File: config.mk
export PLATFORM = sky130hd
export DESIGN_NAME = FetchUnit
export DESIGN_NICKNAME = d
export VERILOG_FILES = /design/src/mips_config.svh /design/src/isaPkg.sv /design/src/FetchUnit.sv
export SDC_FILE = /design/constraint.sdc
export NUM_CORES = 1
export LEC_CHECK = 0
export BUFFER_PORTS_ARGS = -buffer_cell sky130_fd_sc_hd__buf_4
export CAP_MARGIN = 10
export CORE_MARGIN = 2
export CORE_UTILIZATION = 52
export CTS_BUF_LIST = sky130_fd_sc_hd__clkbuf_4 sky130_fd_sc_hd__clkbuf_8
export DETAILED_ROUTE_END_ITERATION = 16
export PLACE_DENSITY = 0.89
export SYNTH_ARGS = -nofsm -noshare
export SYNTH_HDL_FRONTEND = slang
export SYNTH_SLANG_ARGS = --single-unit
export TNS_END_PERCENT = 5
File: constraint.sdc
create_clock -name clk -period 3.1 [get_ports clk]
set_input_delay 0.155 -clock clk [delete_from_list [all_inputs] [get_ports clk]]
set_output_delay 0.155 -clock clk [all_outputs]
set_load 0.03 [all_outputs]
File: src/mips_config.svh
`ifndef MIPS_CONFIG_SVH
`define MIPS_CONFIG_SVH

// ==================================================
// core sizing
// ==================================================

// architectural register count, register 0 reads as zero
`define MIPS_NUM_REGS 32

// data memory depth in 32-bit words
`define MIPS_DMEM_WORDS 256

// instruction memory depth in 32-bit words
// the memory itself sits outside the core
`define MIPS_IMEM_WORDS 256

`endif

File: src/isaPkg.sv
`default_nettype none

package isaPkg;

    // ==================================================
    // basic widths
    // ==================================================

    typedef logic [31:0] word_t;     // data or instruction word
    typedef logic [4:0]  regAddr_t;  // register index

    // major opcodes of the supported subset
    typedef enum logic [5:0] {
        OP_RTYPE = 6'b000000,
        OP_BEQ   = 6'b000100,
        OP_LW    = 6'b100011,
        OP_SW    = 6'b101011
    } opcode_e;

    // funct codes for the R-type group
    typedef enum logic [5:0] {
        FN_ADD = 6'b100000,
        FN_SUB = 6'b100010,
        FN_AND = 6'b100100,
        FN_OR  = 6'b100101,
        FN_SLT = 6'b101010
    } funct_e;

    // ==================================================
    // instruction layout
    // ==================================================

    // low half is either rd/shamt/funct or the immediate
    typedef struct packed {
        opcode_e  opcode;
        regAddr_t rs;
        regAddr_t rt;
        union packed {
            struct packed {
                regAddr_t   rd;
                logic [4:0] shamt;  // not used by this subset
                funct_e     funct;
            } r;
            logic [15:0] imm16;
        } low;
    } instrFields_t;

endpackage

`default_nettype wire

File: src/FetchUnit.sv
`timescale 1ns/1ps
`default_nettype none

module FetchUnit (
    input  wire logic          clk,
    input  wire logic          arstN,
    input  wire logic          branchTaken,
    input  wire isaPkg::word_t branchOffset,  // sign-extended imm16, in words
    output isaPkg::word_t      pc
);
    import isaPkg::*;

    word_t seqPc;
    word_t targetPc;
    word_t nextPc;

    assign seqPc    = pc + 32'd4;
    assign targetPc = seqPc + {branchOffset[29:0], 2'b00};
    assign nextPc   = branchTaken ? targetPc : seqPc;

    // program counter
    always_ff @(posedge clk or negedge arstN) begin
        if (!arstN) begin
            pc <= '0;
        end else begin
            pc <= nextPc;
        end
    end

    // only word fetches are possible in this core
    pcAligned: assert property (
        @(posedge clk) disable iff (!arstN)
        pc[1:0] == 2'b00
    ) else $error("FetchUnit: pc not word aligned");

endmodule

`default_nettype wire

==> results.py, run 1 <==
metrics = {
    "outcome": {
        "status": "finished, violations left",
        "violations": "negative setup slack",
    },
    "finish": {
        "regMostFlops": "pc",
        "top_regs": "pc (30)",
        "largest_reg_flops": 30,
        "seq_area_um2": 769,
        "final_common_cell": "buf_4",
        "utilization_pct": 86.0,
        "layout_common_cells": "buf_4 (161), nor2_1 (43), a21oi_1 (39), nand2_1 (28), ha_1 (26)",
        "final_nets": 645,
        "design_area_mm2": 0.00537,
        "layout-drive-gt1-share_pct": 50.4,
        "fill_cells": 265,
        "multiInputGateArea_mm2": 0.00314,
        "diodes": 0,
        "area_delta_synth_final_pct": 62.0,
    },
    "synthesis": {
        "synthMuxAreaShare_pct": 1.96,
        "synth_top_family_by_area": "compound AO/OA/AOI/OAI gates",
        "synth.ff_latch_count": 30,
        "synth_fa_ha_area_share_pct": 14.6,
        "synthesis.area_mm2": 0.00331,
        "yosysWarningCount": 0,
        "ys_seq_area_share_pct": 22.7,
        "synth.distinct_cells": 48,
        "synth_xor_area_share_pct": 14.2,
        "synthCells": 417,
        "async_reset_ff_share_pct": 100,
        "synth-main-ff-cell": "dfrtp_1",
        "synth-edff-count": 0,
        "postSynthAreaPerCell_um2": 7.95,
        "synth_compound_area_share_pct": 22.3,
        "synth-simple-area-share_pct": 21.0,
    },
    "setup_path": {
        "r2r_slack_ns": -0.59,
        "reg2reg_to": "pc[30]$_DFF_PN0_",
        "crit_required_ns": 3.27,
        "r2r_cells": 17,
        "critical_path.reg2reg.startpoint": "pc[7]$_DFF_PN0_",
        "cp-start-kind": "flop",
        "cp-end-kind": "flop",
        "worstPathMaxFanout": 6,
        "worst-setup-path-type": "reg -> reg",
        "arrival_ns": 3.87,
    },
    "global_route": {
        "overflow": 0,
        "grt_usage_pct": 42.7,
        "grt_pass1_wl_um": 23500,
        "grt_pass1_vias": 4517,
        "grt_max_degree": 60,
        "antenna_found_initial": 0,
    },
    "run": {
        "drv_cap": 0,
    },
    "placement": {
        "routabilityCongestion": 0.992,
        "dpl_cell_area_mm2": 0.00452,
        "place_ws_ns": -0.401,
        "io_buffers": 62,
        "hpwl_um": 8300,
    },
    "route": {
        "postRouteAntennaNets": 0,
        "post_drt_wl_per_cell_um": 26.8,
        "drt_iter0_drc": 532,
        "drc": 0,
        "drt_wl_total_um": 17400,
        "via_per_inst": 7.20,
        "via_count": 4682,
        "drt_first_pass_iters": 7,
    },
    "worst_hold_path": {
        "hold_depth": 3,
        "holdCritPathClass": "in -> reg",
        "min_from": "branchOffset[29]",
        "hold_end": "pc[31]$_DFF_PN0_",
    },
    "cts": {
        "cts_buffers": 5,
        "cts_buffer_depth": 2,
        "path_clk_slew_ns": 0.08,
        "tritoncts": "yes",
        "cts_root_buf": "clkbuf_8",
        "clock-sinks": 30,
        "htreeDepth": 2,
        "clk_latency_ns": 0.32,
    },
    "sta": {
        "relSlewSlack_pct": 58.2,
        "finalClockSkew_ns": 0.0102,
        "setup_viol": 17,
        "drv_slew": 0,
        "tightest_slew_ns": 0.627,
        "rsz0062_at_grt": "true",
        "fin_ws_ns": -0.594,
        "fmax_mhz": 271,
        "finalHoldWorstSlack_ns": 0.260,
        "period_needed_ns": 3.69,
        "period_share_pct": 119,
        "finalHoldViolCount": 0,
        "tns_ns": -5.90,
    },
    "power_and_ir_drop": {
        "powerDensity_mw_per_mm2": 1330,
        "peakVddDrop_mv": 1.08,
        "power_leakage_uw": 0.00244,
    },
    "floorplanning": {
        "num_io_pins": 67,
        "die_height_um": 83.8,
        "coreArea_mm2": 0.00624,
        "rows": 29,
        "initial_core_util_pct": 53.1,
        "dieArea_mm2": 0.00703,
        "die_w_um": 83.8,
    },
}
==> cell type report <==
type	instances	area share [%]
Multi-Input combinational cell	364	58.5
Clock buffer	6	1.54
Tap cell	77	1.79
Inverter	7	0.489
Sequential cell	30	14.3
Timing Repair Buffer	164	23.1
Clock inverter	2	0.233
==> per-stage QoR <==
stage               std cells  power [uW]
global placement          625        4920
floorplan                 418        3450
global route              650        7320
detailed placement        625        5120
CTS                       648        6060
finish                    650        7150
==> routing by layer <==
| layer | GRT usage [%] | vias to the layer above | share of wire, % |
|---|---|---|---|
| met5 | 0 | - | 0 |
| met4 | 32.4 | 0 | 11 |
| met3 | 9.79 | 221 | 12 |
| met2 | 68.7 | 554 | 43 |
| met1 | 48.9 | 2121 | 33 |
| li1 | - | 1786 | - |
==> cell usage after synthesis (2+ instances only) <==
library cell / number / area, um^2
nor2b_1: 5 / 31.3
xor2_1: 20 / 175
o21bai_1: 4 / 30.0
inv_1: 7 / 26.3
a21o_1: 22 / 165
dfrtp_1: 30 / 751
a21oi_1: 53 / 265
xnor2_1: 32 / 280
nand2_1: 32 / 120
a21boi_0: 2 / 15.0
a31oi_1: 3 / 18.8
nor2_1: 49 / 184
mux2_2: 2 / 22.5
ha_1: 37 / 463
and3_4: 2 / 22.5
nand4_1: 11 / 68.8
and2_1: 4 / 25.0
mux2i_1: 2 / 20.0
o21ai_1: 3 / 15.0
nand2b_1: 3 / 18.8
o21a_1: 3 / 22.5
and3_1: 8 / 50.1
a211oi_1: 3 / 22.5
buf_4: 3 / 22.5
o31ai_1: 2 / 15.0
a41oi_1: 2 / 17.5
nand3_1: 17 / 85.1
nor3_1: 9 / 45.0
a31o_2: 2 / 17.5
o21ai_0: 14 / 70.1
or2_2: 2 / 12.5
clkbuf_1: 13 / 48.8
==> where the power goes <==
part | internal, uW | total [uW] | leakage, uW | switching (uW)
Sequential | 610 | 896 | 0.000323 | 286
Combinational | 2540 | 5880 | 0.00207 | 3340
Clock | 179 | 380 | 0.0000472 | 201
Total | 3330 | 7150 | 0.00244 | 3820
==> cell families after synthesis <==
logic type	after synthesis
DFF	30
muxes	5
adders and majority gates	38
xor gates and xnor gates	53
and+or+nand+nor	146
other	1
buffers and inverters	24
AOI/OAI and AO/OA	120
==> what timing repair did <==
item	in CTS	in global routing
pin swaps	37	12
endpoints found under the setup margin	16	20
hold endpoints to repair	30	0
hold buffers	1	0
setup buffers	14	2
resized for setup	65	42
==> worst max-delay path by stage <==
| stage | from | end | slack (ns) | cells after the start |
|---|---|---|---|---|
| after floorplan | pc[4]$_DFF_PN0_ | pc[31]$_DFF_PN0_ | -0.06 | 15 |
| after global placement | pc[14]$_DFF_PN0_ | pc[30]$_DFF_PN0_ | -0.18 | 15 |
| after detailed placement | pc[7]$_DFF_PN0_ | pc[30]$_DFF_PN0_ | -0.40 | 16 |
| after CTS | pc[4]$_DFF_PN0_ | pc[31]$_DFF_PN0_ | -0.12 | 14 |
| after global routing | pc[7]$_DFF_PN0_ | pc[31]$_DFF_PN0_ | -0.65 | 16 |
| final | pc[7]$_DFF_PN0_ | pc[30]$_DFF_PN0_ | -0.59 | 17 |
==> critical path, cell delays in order (launching register included) <==
cell     delay [ns]
dfrtp_2        0.39
buf_6          0.10
nand4_1        0.31
nor2_4         0.26
nand4_1        0.21
nor3_2         0.19
buf_4          0.17
buf_4          0.12
nand3_1        0.15
xnor2_2        0.22
ha_2           0.26
a21o_1         0.20
a21o_1         0.18
a21oi_1        0.15
o21ai_0        0.16
a21oi_2        0.19
xor2_1         0.19
a21oi_1        0.09
Note: power is estimated with default switching activity, not from simulation.
==> inputs of run 2 (changes only) <==
SETUP_SLACK_MARGIN = 0.4   (was default)
==> results.py, run 2 (same netlist as run 1, synthesis figures left out) <==
metrics = {
    "setup_path": {
        "crit_path_end": "pc[31]$_DFF_PN0_",
        "arrival_ns": 3.86,
        "r2r_cells": 14,
        "cp-start-kind": "flop",
        "cp-startpoint": "pc[8]$_DFF_PN0_",
        "crit_required_ns": 3.32,
        "worstPathMaxFanout": 5,
        "cp-end-kind": "flop",
        "reg2reg_to": "pc[31]$_DFF_PN0_",
        "critical_path.reg2reg.startpoint": "pc[8]$_DFF_PN0_",
        "worst-setup-path-type": "reg -> reg",
        "r2r_slack_ns": -0.54,
    },
    "power_and_ir_drop": {
        "p_int_uw": 3270,
        "p_sw_uw": 3650,
        "peakVddDrop_mv": 0.927,
        "total_power_uw": 6920,
        "p_sw_share_pct": 52.7,
        "seqPwrFrac_pct": 12.8,
        "power_leakage_uw": 0.00243,
        "comb_power_share_pct": 81.9,
        "clkPwrFrac_pct": 5.3,
        "powerDensity_mw_per_mm2": 1310,
    },
    "global_route": {
        "gr-usage-met2_pct": 66.6,
        "grt_max_degree": 60,
        "grt_usage_pct": 41.0,
        "grt_pass1_wl_um": 22700,
        "grtUsageMet1_pct": 46.6,
        "grt_pass1_vias": 4469,
        "busiest_layer": "met2",
        "antenna_found_initial": 0,
        "use_met3_pct": 8.21,
        "overflow": 0,
    },
    "sta": {
        "tightest_slew_ns": 0.653,
        "rsz0062_at_grt": "true",
        "setup_viol": 17,
        "finalHoldViolCount": 0,
        "period_share_pct": 117,
        "drv_slew": 0,
        "fin_ws_ns": -0.539,
        "finalClockSkew_ns": 0.0163,
        "finalHoldWorstSlack_ns": 0.291,
        "relSlewSlack_pct": 56.5,
        "period_needed_ns": 3.64,
        "fmax_mhz": 275,
    },
    "finish": {
        "final_common_cell": "buf_4",
        "top_regs": "pc (30)",
        "area_delta_synth_final_pct": 59.5,
        "design_area_mm2": 0.00529,
        "multiInputGateArea_mm2": 0.00304,
        "layout-drive-gt1-share_pct": 48.3,
        "final_nets": 647,
        "diodes": 0,
        "largest_reg_flops": 30,
        "regMostFlops": "pc",
        "fill_cells": 285,
        "seq_area_um2": 769,
        "utilization_pct": 84.7,
        "layout_common_cells": "buf_4 (163), a21oi_1 (43), nor2_1 (43), nand2_1 (28), ha_1 (28)",
    },
    "floorplanning": {
        "rows": 29,
        "coreArea_mm2": 0.00624,
        "die_height_um": 83.8,
        "die_w_um": 83.8,
        "num_io_pins": 67,
        "dieArea_mm2": 0.00703,
        "initial_core_util_pct": 53.1,
    },
    "placement": {
        "place_ws_ns": -0.401,
        "hpwl_um": 8300,
        "dpl_cell_area_mm2": 0.00452,
        "io_buffers": 62,
        "routabilityCongestion": 0.992,
    },
    "route": {
        "drt_first_pass_iters": 7,
        "drt_iter0_drc": 586,
        "drt_wl_total_um": 16200,
        "drc": 0,
        "post_drt_wl_per_cell_um": 24.8,
        "postRouteAntennaNets": 0,
        "via_per_inst": 7.08,
        "via_count": 4615,
    },
    "cts": {
        "htreeDepth": 2,
        "cts_buffers": 5,
        "clock-sinks": 30,
        "cts_root_buf": "clkbuf_8",
        "clk_latency_ns": 0.31,
        "cts_buffer_depth": 2,
        "path_clk_slew_ns": 0.09,
        "tritoncts": "yes",
    },
    "outcome": {
        "status": "finished, violations left",
        "violations": "negative setup slack",
    },
    "worst_hold_path": {
        "holdCritPathClass": "in -> reg",
    },
    "run": {
        "drv_cap": 0,
    },
}
-- run 2: changes by cell type in the layout (fill, tap and decap cells not counted), sizes merged --
cell and delta:
buf +2
-- run 2: per-stage QoR --
stage | TNS, ns | std cells
global route | -5.91 | 652
finish | -4.81 | 652
floorplan | -0.0719 | 418
CTS | -0.375 | 648
global placement | -0.811 | 625
detailed placement | -2.49 | 625
-- run 2: layer usage --
| metal | vias to the layer above | routed length [um] |
|---|---|---|
| met5 | - | 0 |
| met4 | 0 | 1790 |
| met3 | 218 | 1900 |
| met2 | 501 | 7060 |
| met1 | 2097 | 5430 |
| li1 | 1799 | - |
-- run 2: final cells by class --
type | instances | area share, %
flip-flops and latches | 30 | 14.6
multi-input cells | 364 | 57.6
inverters | 7 | 0.497
clock buffers | 6 | 1.56
clock inverters | 2 | 0.237
well taps | 77 | 1.82
repair buffers | 166 | 23.8
-- run 2: power by group through the flow --
stage	clock network, uW	registers, uW	logic, uW
final	369	883	5660
after CTS	346	821	4900
after detailed placement	0	792	4320
after global routing	381	894	5840
after global placement	0	774	4150
after floorplan	0	1200	2250
-- run 2: worst min path at each step --
stage | start | to | slack (ns) | cells after the start
floorplan | arstN | pc[10]$_DFF_PN0_ | -0.14 | 0
global placement | arstN | pc[31]$_DFF_PN0_ | 0.10 | 1
detailed placement | arstN | pc[31]$_DFF_PN0_ | 0.11 | 1
CTS | branchOffset[0] | pc[2]$_DFF_PN0_ | 0.22 | 4
global route | branchOffset[29] | pc[31]$_DFF_PN0_ | 0.29 | 3
finish | branchOffset[29] | pc[31]$_DFF_PN0_ | 0.29 | 3
-- run 2: critical path: stages (launching register included) --
cell and delay, ns:
dfrtp_2 0.42, and3_4 0.21, buf_4 0.13, nand3_2 0.14
nor2_2 0.20, xor2_1 0.23, ha_2 0.35, a21oi_2 0.22
o21ai_0 0.17, a221oi_2 0.39, a21oi_2 0.12, o41ai_4 0.40
o21ai_2 0.11, mux4_2 0.31, nor3_2 0.13
-- run 2: what timing repair did --
item / in CTS / in global routing
pin swaps: 41 / 19
gates resized for setup: 67 / 22
hold endpoints to repair: 30 / 0
buffers inserted: 14 / 4
setup endpoints to repair: 22 / 24
hold buffers: 1 / 0
==> inputs of run 3 (changes only) <==
HOLD_SLACK_MARGIN = 0.12   (was default)
RECOVER_POWER = 25   (was default)
==> results.py, run 3 (same netlist as run 1, synthesis figures left out) <==
metrics = {
    "floorplanning": {
        "coreArea_mm2": 0.00624,
        "initial_core_util_pct": 53.1,
        "rows": 29,
        "num_io_pins": 67,
        "die_height_um": 83.8,
        "die_w_um": 83.8,
        "dieArea_mm2": 0.00703,
    },
    "global_route": {
        "antenna_found_initial": 0,
        "grt_pass1_wl_um": 22700,
        "grt_pass1_vias": 4469,
        "grt_max_degree": 60,
        "grt_usage_pct": 41.0,
        "overflow": 0,
    },
    "route": {
        "wl_met2_um": 7110,
        "drc": 0,
        "post_drt_wl_per_cell_um": 24.8,
        "highest-signal-layer": "met4",
        "drt_iter0_drc": 585,
        "drt_first_pass_iters": 6,
        "postRouteAntennaNets": 0,
        "wl_met3_um": 1880,
        "via_per_inst": 7.06,
        "drt_wl_total_um": 16200,
        "via_count": 4602,
        "wl_met1_um": 5420,
    },
    "placement": {
        "routabilityCongestion": 0.992,
        "dp.cells": 625,
        "place_ws_ns": -0.401,
        "hpwl_um": 8300,
        "io_buffers": 62,
    },
    "outcome": {
        "violations": "max-capacitance violations, max-slew violations, negative setup slack",
        "status": "finished, violations left",
    },
    "sta": {
        "tightest_slew_ns": 1.77,
        "finalHoldWorstSlack_ns": 0.286,
        "fmax_mhz": 273,
        "finalClockSkew_ns": 0.0161,
        "rsz0062_at_grt": "true",
        "drv_slew": 31,
        "setup_viol": 17,
        "relSlewSlack_pct": -18.2,
        "fin_ws_ns": -0.558,
        "period_share_pct": 118,
        "tns_ns": -5.15,
        "period_needed_ns": 3.66,
        "finalHoldViolCount": 0,
    },
    "finish": {
        "final_common_cell": "buf_4",
        "diodes": 0,
        "area_delta_synth_final_pct": 59.3,
        "final_cells": 652,
        "regMostFlops": "pc",
        "top_regs": "pc (30)",
        "layout-drive-gt1-share_pct": 48.2,
        "seq_area_um2": 769,
        "layout_common_cells": "buf_4 (162), a21oi_1 (43), nor2_1 (43), nand2_1 (28), ha_1 (28)",
        "largest_reg_flops": 30,
        "fill_cells": 287,
        "final_nets": 647,
        "multiInputGateArea_mm2": 0.00304,
    },
    "power_and_ir_drop": {
        "power_leakage_uw": 0.00242,
        "powerDensity_mw_per_mm2": 1310,
        "peakVddDrop_mv": 0.923,
        "total_power_uw": 6910,
    },
    "cts": {
        "tritoncts": "yes",
        "path_clk_slew_ns": 0.09,
        "clk_latency_ns": 0.31,
        "cts_buffer_depth": 2,
        "clock-sinks": 30,
        "cts_buffers": 5,
        "cts_root_buf": "clkbuf_8",
        "htreeDepth": 2,
    },
    "setup_path": {
        "cp-start-kind": "flop",
        "worstPathMaxFanout": 3,
        "r2r_slack_ns": -0.56,
        "cp-end-kind": "flop",
        "arrival_ns": 3.80,
        "crit_required_ns": 3.24,
        "worst-setup-path-type": "reg -> reg",
    },
    "worst_hold_path": {
        "holdCritPathClass": "in -> reg",
    },
    "run": {
        "drv_cap": 1,
    },
}
-- run 3: cell type report --
| cell class | count | area share (%) |
|---|---|---|
| Sequential cell | 30 | 14.6 |
| Multi-Input combinational cell | 364 | 57.6 |
| Inverter | 7 | 0.498 |
| Clock inverter | 2 | 0.237 |
| Timing Repair Buffer | 166 | 23.7 |
| Clock buffer | 6 | 1.56 |
| Tap cell | 77 | 1.82 |
-- run 3: what timing repair did --
item	4_1_cts	5_1_grt
gates cloned	0	0
pin swaps	41	19
hold buffers	1	0
setup buffers	14	4
endpoints found under the hold margin	30	0
resized for setup	67	22
endpoints found under the setup margin	22	24
-- run 3: worst paths after layout --
check / endpoint / from / depth (start not counted)
worst max-delay path: pc[30]$_DFF_PN0_ / pc[7]$_DFF_PN0_ / 16
worst min-delay path: pc[31]$_DFF_PN0_ / branchOffset[29] / 3
worst max register to register: pc[30]$_DFF_PN0_ / pc[7]$_DFF_PN0_ / 16
worst min register to register: pc[2]$_DFF_PN0_ / pc[2]$_DFF_PN0_ / 1
max in group asynchronous: pc[9]$_DFF_PN0_ / arstN / 2
min in group asynchronous: pc[8]$_DFF_PN0_ / arstN / 2
-- run 3: power by group --
part	switching [uW]	internal [uW]
logic	3180	2480
registers	272	610
clock network	191	179
total	3640	3270
-- run 3: worst max-delay path, stage by stage (launching register included) --
cell,delay [ns]
dfrtp_2,0.41
buf_4,0.14
nand4_1,0.12
nor2_2,0.17
nand4_1,0.21
and2b_4,0.36
buf_4,0.14
nand2_1,0.09
xnor2_1,0.34
ha_1,0.33
a21o_1,0.17
a21o_1,0.18
a21oi_1,0.23
o21ai_0,0.16
a21oi_2,0.18
xor2_1,0.16
a21oi_1,0.10
-- run 3: metal layers --
layer	vias up	global-route usage, %
met3	220	8.21
li1	1792	-
met2	501	66.6
met1	2089	46.6
met5	-	0
met4	0	32.6
-- run 3: through the flow --
step | area [um^2] | util (%)
after floorplan | 3410 | -
after global placement | 4520 | 72.5
after detailed placement | 4520 | 72.5
after CTS | 5110 | 81.9
after global routing | 5280 | 84.6
final | 5280 | 84.6
